--- src/mul_pkg.sv ---
package mul_pkg;

    ////////////////////////////////////////////////////////////////////////////
    // Widths

    // Register value width
    localparam int DATA_W = 32;

    // RoB ticket and instruction id
    localparam int ROB_ID_W = 6;

    localparam int PC_W = 32;

    // Architectural register index
    localparam int REG_ADDR_W = 5;

    ////////////////////////////////////////////////////////////////////////////
    // Vector types

    // Operand or result
    typedef logic [DATA_W-1:0] data_t;

    // Full unsigned product, high half drives overflow
    typedef logic [2*DATA_W-1:0] product_t;

    typedef logic [ROB_ID_W-1:0] rob_id_t;

    typedef logic [PC_W-1:0] pc_t;

    typedef logic [REG_ADDR_W-1:0] reg_addr_t;

endpackage
--- src/mul_issue_if.sv ---
`timescale 1ns/1ps

// Accepted operation from operand gathering into the multiply pipeline
interface mul_issue_if import mul_pkg::*;
();

    logic      issue_valid;
    data_t     ra;
    data_t     rb;
    reg_addr_t rd_addr;
    rob_id_t   instr_id;
    pc_t       pc;
    logic      xcpt_fetch;
    logic      xcpt_illegal;

    // Gather side drives everything, no ready since the pipeline never stalls
    modport gather (
        output issue_valid, ra, rb, rd_addr, instr_id, pc,
        output xcpt_fetch, xcpt_illegal
    );

    modport pipe (
        input issue_valid, ra, rb, rd_addr, instr_id, pc,
        input xcpt_fetch, xcpt_illegal
    );

endinterface

--- src/mul_top.sv ---
`timescale 1ns/1ps

module mul_top import mul_pkg::*;
#(
    parameter int MUL_STAGES = 3
)
(
    input  logic      clock,
    input  logic      rst_n,
    input  logic      flush,

    // Decode request
    input  logic      req_valid,
    input  rob_id_t   req_instr_id,
    input  pc_t       req_pc,
    input  reg_addr_t req_rd_addr,
    input  data_t     req_ra_data,
    input  data_t     req_rb_data,
    input  rob_id_t   req_ticket_src1,
    input  rob_id_t   req_ticket_src2,
    input  logic      req_blocks_src1,
    input  logic      req_blocks_src2,
    input  logic      req_xcpt_fetch,
    input  logic      req_xcpt_illegal,
    output logic      stall_decode,

    // Reorder buffer
    output rob_id_t   rob_src1_id,
    output rob_id_t   rob_src2_id,
    input  logic      rob_src1_hit,
    input  logic      rob_src2_hit,
    input  data_t     rob_src1_data,
    input  data_t     rob_src2_data,

    // Writeback
    output logic      wb_valid,
    output rob_id_t   wb_instr_id,
    output pc_t       wb_pc,
    output reg_addr_t wb_rd_addr,
    output data_t     wb_data,
    output logic      wb_xcpt_fetch,
    output logic      wb_xcpt_illegal,
    output logic      wb_xcpt_overflow
);

    mul_issue_if issue_bus ();

    operand_gather i_gather (
        .clock            (clock),
        .rst_n            (rst_n),
        .flush            (flush),
        .req_valid        (req_valid),
        .req_instr_id     (req_instr_id),
        .req_pc           (req_pc),
        .req_rd_addr      (req_rd_addr),
        .req_ra_data      (req_ra_data),
        .req_rb_data      (req_rb_data),
        .req_ticket_src1  (req_ticket_src1),
        .req_ticket_src2  (req_ticket_src2),
        .req_blocks_src1  (req_blocks_src1),
        .req_blocks_src2  (req_blocks_src2),
        .req_xcpt_fetch   (req_xcpt_fetch),
        .req_xcpt_illegal (req_xcpt_illegal),
        .stall_decode     (stall_decode),
        .rob_src1_id      (rob_src1_id),
        .rob_src2_id      (rob_src2_id),
        .rob_src1_hit     (rob_src1_hit),
        .rob_src2_hit     (rob_src2_hit),
        .rob_src1_data    (rob_src1_data),
        .rob_src2_data    (rob_src2_data),
        .issue            (issue_bus.gather)
    );

    mul_pipeline #(
        .MUL_STAGES (MUL_STAGES)
    ) i_pipe (
        .clock            (clock),
        .rst_n            (rst_n),
        .flush            (flush),
        .issue            (issue_bus.pipe),
        .wb_valid         (wb_valid),
        .wb_instr_id      (wb_instr_id),
        .wb_pc            (wb_pc),
        .wb_rd_addr       (wb_rd_addr),
        .wb_data          (wb_data),
        .wb_xcpt_fetch    (wb_xcpt_fetch),
        .wb_xcpt_illegal  (wb_xcpt_illegal),
        .wb_xcpt_overflow (wb_xcpt_overflow)
    );

endmodule

--- src/mul_pipeline.sv ---
`timescale 1ns/1ps

module mul_pipeline import mul_pkg::*;
#(
    parameter int MUL_STAGES = 3
)
(
    input  logic      clock,
    input  logic      rst_n,
    input  logic      flush,

    mul_issue_if.pipe issue,

    // Writeback request
    output logic      wb_valid,
    output rob_id_t   wb_instr_id,
    output pc_t       wb_pc,
    output reg_addr_t wb_rd_addr,
    output data_t     wb_data,
    output logic      wb_xcpt_fetch,
    output logic      wb_xcpt_illegal,
    output logic      wb_xcpt_overflow
);

    product_t  product;
    logic      overflow;

    // Stage registers
    logic      stg_valid    [MUL_STAGES];
    data_t     stg_data     [MUL_STAGES];
    logic      stg_ovf      [MUL_STAGES];
    logic      stg_fetch    [MUL_STAGES];
    logic      stg_illegal  [MUL_STAGES];
    reg_addr_t stg_rd_addr  [MUL_STAGES];
    rob_id_t   stg_instr_id [MUL_STAGES];
    pc_t       stg_pc       [MUL_STAGES];

    logic      wb_valid_q;

    // Unsigned product at stage 0
    assign product  = product_t'(issue.ra) * product_t'(issue.rb);
    assign overflow = (product[2*DATA_W-1:DATA_W] != '0);

    always_ff @(posedge clock)
    begin
        if (!rst_n || flush)
        begin
            for (int i = 0; i < MUL_STAGES; i++)
            begin
                stg_valid[i] <= 1'b0;
            end
            wb_valid_q <= 1'b0;
        end
        else
        begin
            stg_valid[0] <= issue.issue_valid;
            for (int i = 1; i < MUL_STAGES; i++)
            begin
                stg_valid[i] <= stg_valid[i-1];
            end
            wb_valid_q <= stg_valid[MUL_STAGES-1];
        end
    end

    // Payload just follows the valid bits
    always_ff @(posedge clock)
    begin
        stg_data[0]     <= product[DATA_W-1:0];
        stg_ovf[0]      <= overflow;
        stg_fetch[0]    <= issue.xcpt_fetch;
        stg_illegal[0]  <= issue.xcpt_illegal;
        stg_rd_addr[0]  <= issue.rd_addr;
        stg_instr_id[0] <= issue.instr_id;
        stg_pc[0]       <= issue.pc;
        for (int i = 1; i < MUL_STAGES; i++)
        begin
            stg_data[i]     <= stg_data[i-1];
            stg_ovf[i]      <= stg_ovf[i-1];
            stg_fetch[i]    <= stg_fetch[i-1];
            stg_illegal[i]  <= stg_illegal[i-1];
            stg_rd_addr[i]  <= stg_rd_addr[i-1];
            stg_instr_id[i] <= stg_instr_id[i-1];
            stg_pc[i]       <= stg_pc[i-1];
        end
        wb_data          <= stg_data[MUL_STAGES-1];
        wb_xcpt_overflow <= stg_ovf[MUL_STAGES-1];
        wb_xcpt_fetch    <= stg_fetch[MUL_STAGES-1];
        wb_xcpt_illegal  <= stg_illegal[MUL_STAGES-1];
        wb_rd_addr       <= stg_rd_addr[MUL_STAGES-1];
        wb_instr_id      <= stg_instr_id[MUL_STAGES-1];
        wb_pc            <= stg_pc[MUL_STAGES-1];
    end

    // Flushed ops must not reach writeback in the flush cycle either
    assign wb_valid = wb_valid_q & ~flush;

    // Nothing reaches writeback until a new op has passed every stage after a flush
    no_wb_after_flush: assert property (
        @(posedge clock) disable iff (!rst_n)
        flush |=> (!wb_valid) [*MUL_STAGES]
    );

endmodule

--- src/operand_gather.sv ---
`timescale 1ns/1ps

module operand_gather import mul_pkg::*;
(
    input  logic        clock,
    input  logic        rst_n,
    input  logic        flush,

    // Request from decode
    input  logic        req_valid,
    input  rob_id_t     req_instr_id,
    input  pc_t         req_pc,
    input  reg_addr_t   req_rd_addr,
    input  data_t       req_ra_data,
    input  data_t       req_rb_data,
    input  rob_id_t     req_ticket_src1,
    input  rob_id_t     req_ticket_src2,
    input  logic        req_blocks_src1,
    input  logic        req_blocks_src2,
    input  logic        req_xcpt_fetch,
    input  logic        req_xcpt_illegal,

    output logic        stall_decode,

    // RoB lookup
    output rob_id_t     rob_src1_id,
    output rob_id_t     rob_src2_id,
    input  logic        rob_src1_hit,
    input  logic        rob_src2_hit,
    input  data_t       rob_src1_data,
    input  data_t       rob_src2_data,

    mul_issue_if.gather issue
);

    // Hits seen in earlier cycles of the current request
    logic  src1_found;
    logic  src2_found;
    data_t src1_capt;
    data_t src2_capt;

    logic  has_xcpt;
    logic  src1_waiting;
    logic  src2_waiting;
    logic  accept;

    ////////////////////////////////////////////////////////////////////////////
    // RoB lookup and stall

    assign rob_src1_id = req_ticket_src1;
    assign rob_src2_id = req_ticket_src2;

    // Excepting requests go straight through and never wait on the RoB
    assign has_xcpt = req_xcpt_fetch | req_xcpt_illegal;

    assign src1_waiting = req_blocks_src1 & ~src1_found & ~rob_src1_hit;
    assign src2_waiting = req_blocks_src2 & ~src2_found & ~rob_src2_hit;

    assign stall_decode = req_valid & ~flush & ~has_xcpt & (src1_waiting | src2_waiting);

    assign accept = req_valid & ~flush & ~stall_decode;

    // Hits may be single-cycle pulses, so keep them until the request leaves
    always_ff @(posedge clock)
    begin
        if (!rst_n || flush || accept)
        begin
            src1_found <= 1'b0;
            src2_found <= 1'b0;
            src1_capt  <= '0;
            src2_capt  <= '0;
        end
        else if (stall_decode)
        begin
            if (rob_src1_hit && !src1_found)
            begin
                src1_found <= 1'b1;
                src1_capt  <= rob_src1_data;
            end
            if (rob_src2_hit && !src2_found)
            begin
                src2_found <= 1'b1;
                src2_capt  <= rob_src2_data;
            end
        end
    end

    ////////////////////////////////////////////////////////////////////////////
    // Issue to pipeline

    assign issue.issue_valid = accept;

    // Live hit first, then captured value, then the value decode gave us
    assign issue.ra = rob_src1_hit    ? rob_src1_data :
                      req_blocks_src1 ? src1_capt     :
                                        req_ra_data;
    assign issue.rb = rob_src2_hit    ? rob_src2_data :
                      req_blocks_src2 ? src2_capt     :
                                        req_rb_data;

    assign issue.rd_addr      = req_rd_addr;
    assign issue.instr_id     = req_instr_id;
    assign issue.pc           = req_pc;
    assign issue.xcpt_fetch   = req_xcpt_fetch;
    assign issue.xcpt_illegal = req_xcpt_illegal;

    // Decode keeps a stalled request and its tickets in place for the next cycle
    stall_holds_req: assert property (
        @(posedge clock) disable iff (!rst_n)
        stall_decode |=> req_valid && $stable(req_ticket_src1) && $stable(req_ticket_src2)
    );

endmodule

--- config.mk ---
export PLATFORM = sky130hd
export DESIGN_NAME = mul_top
export DESIGN_NICKNAME = d
export VERILOG_FILES = /design/src/mul_pkg.sv /design/src/mul_issue_if.sv /design/src/mul_top.sv /design/src/mul_pipeline.sv /design/src/operand_gather.sv
export SDC_FILE = /design/constraint.sdc
export NUM_CORES = 2
export LEC_CHECK = 0
export ABC_AREA = 1
export ABC_CLOCK_PERIOD_IN_PS = 13900
export BUFFER_PORTS_ARGS = -buffer_cell sky130_fd_sc_hd__buf_4
export CELL_PAD_IN_SITES_DETAIL_PLACEMENT = 1
export CELL_PAD_IN_SITES_GLOBAL_PLACEMENT = 2
export CORE_UTILIZATION = 43
export CTS_BUF_LIST = sky130_fd_sc_hd__clkbuf_8
export CTS_CLUSTER_DIAMETER = 150
export DETAILED_ROUTE_END_ITERATION = 16
export PLACE_DENSITY = 0.89
export SYNTH_ARGS = -nofsm -noshare
export SYNTH_HDL_FRONTEND = slang
export SYNTH_SLANG_ARGS = --single-unit
--- constraint.sdc ---
create_clock -name clock -period 13.9 [get_ports clock]
set_input_delay 2.085 -clock clock [delete_from_list [all_inputs] [get_ports clock]]
set_output_delay 2.085 -clock clock [all_outputs]
set_load 0.1 [all_outputs]
Yosys cells after proc, flatten, opt, wreduce, memory -nomap -nowiden

Memories as Yosys holds them, arrays and structs flattened. A register that Yosys moved wholly into a read port is not among the register bits.
Cells that the tools add are included.

Multiply operators: 1
Multiplexer cells: 10
Bitwise logic cells: 21
Reductions and logical operators: 10

Operators by type and width:

| kind                                           | number |
|---|---|
| 32-bit two-way mux                             | 4 |
| 32-bit by 32-bit multiplier with 64-bit output | 1 |
| 32-bit nonzero test                            | 1 |
| 1-bit AND                                      | 9 |
| 1-bit inverter                                 | 7 |
| 1-bit two-way mux                              | 6 |
| 1-bit bitwise OR                               | 5 |
| 2-bit AND reduction                            | 2 |
| 1-bit logical NOT                              | 3 |
| 1-bit logical AND                              | 2 |
| 1-bit logical OR                               | 2 |

Register bits after elaboration: 66
Memory bits (writable): 237
Input port bits: 193
Output and inout port bits: 92
Logic and storage cells: 54
Memories: 8

Memories:

| memory              | words | width | rd ports | clocked after Yosys merged registers in | wr ports | RTL line           | source |
|---|---|---|---|---|---|---|---|
| i_pipe.stg_data     | 3     | 32    | 3        | 1                                       | 3        | mul_pipeline.sv:30 | `data_t stg_data [MUL_STAGES];` |
| i_pipe.stg_pc       | 3     | 32    | 3        | 1                                       | 3        | mul_pipeline.sv:36 | `pc_t stg_pc [MUL_STAGES];` |
| i_pipe.stg_instr_id | 3     | 6     | 3        | 1                                       | 3        | mul_pipeline.sv:35 | `rob_id_t stg_instr_id [MUL_STAGES];` |
| i_pipe.stg_rd_addr  | 3     | 5     | 3        | 1                                       | 3        | mul_pipeline.sv:34 | `reg_addr_t stg_rd_addr [MUL_STAGES];` |
| i_pipe.stg_fetch    | 3     | 1     | 3        | 1                                       | 3        | mul_pipeline.sv:32 | `logic stg_fetch [MUL_STAGES];` |
| i_pipe.stg_illegal  | 3     | 1     | 3        | 1                                       | 3        | mul_pipeline.sv:33 | `logic stg_illegal [MUL_STAGES];` |
| +2 memories         | n/a   | n/a   | n/a      | n/a                                     | n/a      | n/a                |  |

Longest topological paths before layout

Depth after elaboration: 8
Depth in mapped cells: 44
Gate-level depth less buffers: 40

Modules after synthesis

Synthesis repeated with hierarchy kept, for this count alone.

Cell total of the unflattened synthesis: 5832
Area, all modules: 46492.1 µm²

By module, submodules not included:

| module         | instances | cells each | area an instance (µm²) | sequential area each (µm²) |
|---|---|---|---|---|
| mul_pipeline   | 1         | 5171       | 42052.8                | 6326.1 |
| operand_gather | 1         | 661        | 4439.3                 | 1321.3 |

Worst setup path before layout

Ideal clock, no wire load.

Path type: input -> register
Start: input rob_src2_hit
End: memory i_pipe.stg_ovf[0]
Library setup time: 0.114 ns
Data arrival time: 8.862 ns
Data required time: 13.786 ns
Setup slack: 4.923 ns
Stages: 38
Buffers on the path: 4
Path through: buf_2 -> inv_2 -> buf_2 -> buf_2 -> o21ai_2 -> inv_1 -> buf_2 -> nor2_1 -> fa_1 -> fa_1 -> fa_1 -> inv_1 -> fa_1 -> inv_1 -> fa_1 -> inv_1 -> fa_1 -> inv_1 -> [... 2 more ...] -> fa_1 -> inv_1 -> ha_1 -> nand2_1 -> nor2_1 -> nand2_1 -> inv_2 -> nand3_1 -> nand3b_1 -> nand3_1 -> nand2_1 -> nand2_1 -> nand2_1 -> nand2_1 -> nor2_1 -> nand2_1 -> nor2_1 -> nand2_1

RTL lines:

| what            | RTL line           | source |
|---|---|---|
| start, declared | mul_top.sv:31      | `input logic rob_src2_hit,` |
| end, declared   | mul_pipeline.sv:31 | `logic stg_ovf [MUL_STAGES];` |

==> results by group <==
Status
  – Run status: completed

Synth
  – Sequential element share of the synthesized area: approximately 17%
  – Synth Instances: a little over 5k
  – Post-synth top area share: between 40% and 50%
  – Area of the mapped netlist: 44310 µm²
  – Flop and latch count out of synthesis: between 300 and 400
  – Top flip-flop cell by instance count after synthesis: sky130_fd_sc_hd__dfxtp_1
  – Synth warnings: 0
  – Cell type contributing the most total cell area after synthesis: sky130_fd_sc_hd__fa_1
  – Post-synthesis area per instance: approximately 8.5 µm²
  – Number of distinct library cell variants in the gate-level netlist after synthesis: 37
  – Post-synth EDFFs: 0
  – Post-synthesis async set-or-reset flop share: 0%
  – Area contributors post-synth: sky130_fd_sc_hd__fa_1, sky130_fd_sc_hd__dfxtp_1, sky130_fd_sc_hd__inv_1
  – Synthesized Nets: ~6.5k

Timing
  – RSZ-0062 raised after global routing: false
  – Final Skew: ~0.032 ns
  – Total Neg Setup Slack: 0 ns
  – FMAX: about 91 MHz
  – Final Critical Period: 10.99 ns
  – Relative slew slack: between 10% and 20%
  – Tcrit/Tclk final: about four fifths
  – Worst Tran Pin Value: around 1.3 ns
  – Final Hold Fails: 0
  – Setup violators final: 0
  – Max-slew violation count: 0

CTS
  – Clock transition time at the flip-flop clock pins of the worst setup and hold paths: around 0.07 ns
  – TritonCTS Sinks: 382
  – Longest Clk Path Bufs: 3
  – Number of CTS-inserted buffers: 56
  – Post-CTS sizing: 0
  – Hold Buf Count CTS: 0
  – CTS H-Tree Depth: 2
  – Clock tree from TritonCTS: done
  – # Post-CTS Setup Buffers: 0
  – Root buf cell: sky130_fd_sc_hd__clkbuf_8
  – Clk Latency, worst-skew pair: 0.68 ns

Global route
  – Total Routing Usage GR: between 30% and 40%
  – Total global routing overflow: 0
  – First-pass GRT wire length: about 240000 µm
  – Antenna violations before repair: 2
  – Pin count of the biggest net entering global routing: 67
  – Vias in the first global route: slightly below 40k

Floorplan
  – Count of pins on the block boundary: 285
  – Area of the die: between 100000 and 150000 µm²
  – Die outline width: around 320 µm
  – CORE AREA: roughly 100000 µm²
  – Starting density of the core: 43.49%
  – Number of cell rows: approximately 120
  – Chip Height: approximately 320 µm

Finish
  – Most common cell after layout, fill and taps aside: sky130_fd_sc_hd__inv_1
  – Share of cells above drive strength 1: approximately 11%
  – Highest-count cells in the layout ignoring fill and taps: sky130_fd_sc_hd__inv_1, sky130_fd_sc_hd__nand2_1, sky130_fd_sc_hd__fa_1
  – Number of cells in the finished layout apart from fillers: between 6k and 7k
  – Area growth from synthesis to layout: 9.754%
  – Post-layout net count: about 6.7k
  – Post-layout instance area: roughly 50000 µm²
  – Fin util: between 40 and 50%

Setup path
  – Crit path max-delay family: adder cells
  – Largest fanout on the critical path: 34
  – CP peak stage delay: 0.87 ns
  – Startpoint-to-endpoint class of the critical path: in -> reg
  – Slowest library cell on the worst path: sky130_fd_sc_hd__clkinv_1
  – Required time reported for the critical path endpoint: approximately 14 ns
  – Most repeated library cell on the critical path: sky130_fd_sc_hd__nand2_1
  – Kind of end point of the critical path: register
  – CP startpoint kind: input port
  – Worst R2R Setup Slack: 5.07 ns
  – Buffers & Inverters on Critical Path: 9
  – Arrival time at the worst endpoint: 11.54 ns

Place
  – Placement Cell Area: roughly 47000 µm²
  – Detailed placement HPWL: approximately 120000 µm
  – DP Cell Count: approximately 6.7k
  – Port buffer count: between 200 and 300
  – Routability-driven placement congestion ratio: 0.9495

Route
  – Vias: ~35k
  – Initial DRC count: 2242
  – Via density: 5.231
  – Remaining number of nets flagged by the antenna check after routing: 0
  – Average wire length per cell after detail routing: between 20 and 25 µm
  – First-pass iteration count of the detailed router: 6
  – Post-route DRC violation count: 0
  – Overall routed net length: roughly 150000 µm

Flow run
  – Max-Cap Viols: 0

Worst hold path
  – Worst hold-check path type: reg -> reg
-- kinds of logic (layout without fill, tap and decap cells) --
logic type                 Yosys count  count (layout)  synth area share [%]
other                                0               4                     0
DFF                                382             382                 17.26
adders and majority gates         1159            1159                 47.91
AOI/OAI and AO/OA                  266             266                 3.660
and+or+nand+nor                   1984            1984                 18.36
xor gates and xnor gates            34              34                0.6721
buffers and inverters             1370            1579                 12.14
-- final cells by class --
| class | instances | area [µm²] |
|---|---|---|
| fill | 12220 | 53260 |
| clock inverter | 31 | 221.5 |
| sequential | 382 | 7647 |
| tap | 1368 | 1712 |
| inverter | 1153 | 4328 |
| multi-input combinational | 3443 | 31330 |
| antenna | 4 | 10.01 |
| clock buffer | 66 | 908.4 |
| timing repair buffer | 329 | 2470 |
-- synth_stat cells (all sizes together), types with 62 or more instances --
library cell,instances
or2,64
buf,151
o21ai,76
nand4,77
fa,896
nand2,1056
o211ai,64
nand3,62
nor2,705
inv,1146
dfxtp,382
a21oi,116
ha,263
clkbuf,66
-- worst register-to-register path: cells and delay by family (launching register included) --
kind | cells | cell delay, ns
AOI/OAI and AO/OA | 3 | 0.34
adders and majority gates | 9 | 4.54
buffers and inverters | 7 | 1.54
DFF | 1 | 0.33
and+or+nand+nor | 14 | 1.98
-- sequential cells by signal (all words and copies together), names as in the netlist --
register and cells:
i_pipe.stg_illegal 3, i_gather.src1_capt 32, i_pipe.wb_pc 32, i_pipe.wb_rd_addr 5, i_pipe.wb_xcpt_illegal 1, i_pipe.stg_valid 3, i_gather.src1_found 1, i_pipe.stg_ovf 3
i_pipe.wb_data 32, i_pipe.stg_rd_addr 15, i_gather.src2_capt 32, i_gather.src2_found 1, i_pipe.stg_fetch 3, i_pipe.stg_data 96, i_pipe.stg_pc 96, i_pipe.wb_xcpt_fetch 1
i_pipe.wb_xcpt_overflow 1, i_pipe.stg_instr_id 18, i_pipe.wb_instr_id 6, i_pipe.wb_valid_q 1
-- worst paths after layout --
check,start,cells after the start,endpoint
setup / recovery,req_blocks_src2,35,i_pipe.stg_ovf[0]
hold / removal,i_pipe.stg_data[2][3],0,i_pipe.wb_data[3]
setup reg to reg,i_gather.src1_capt[20],33,i_pipe.stg_ovf[0]
hold reg to reg,i_pipe.stg_data[2][3],0,i_pipe.wb_data[3]
-- metrics by stage --
step	worst slack, ns	hold slack, ns
floorplan	4.923	0.3096
global placement	2.399	0.3095
detailed placement	2.371	0.3132
CTS	3.031	0.2948
global route	2.483	0.2991
finish	2.909	0.3031
-- routing by layer --
metal | vias to the layer above | global-route usage, % | share of wire (%)
li1 | 15490 | - | -
met1 | 18190 | 37.98 | 39
met2 | 1372 | 50.33 | 48
met3 | 394 | 5.741 | 7.9
met4 | 0 | 13.85 | 5.0
met5 | - | 0 | 0
Power is not shown: default switching activity piles up to over one toggle a cycle in this logic, so the estimate is an artifact.
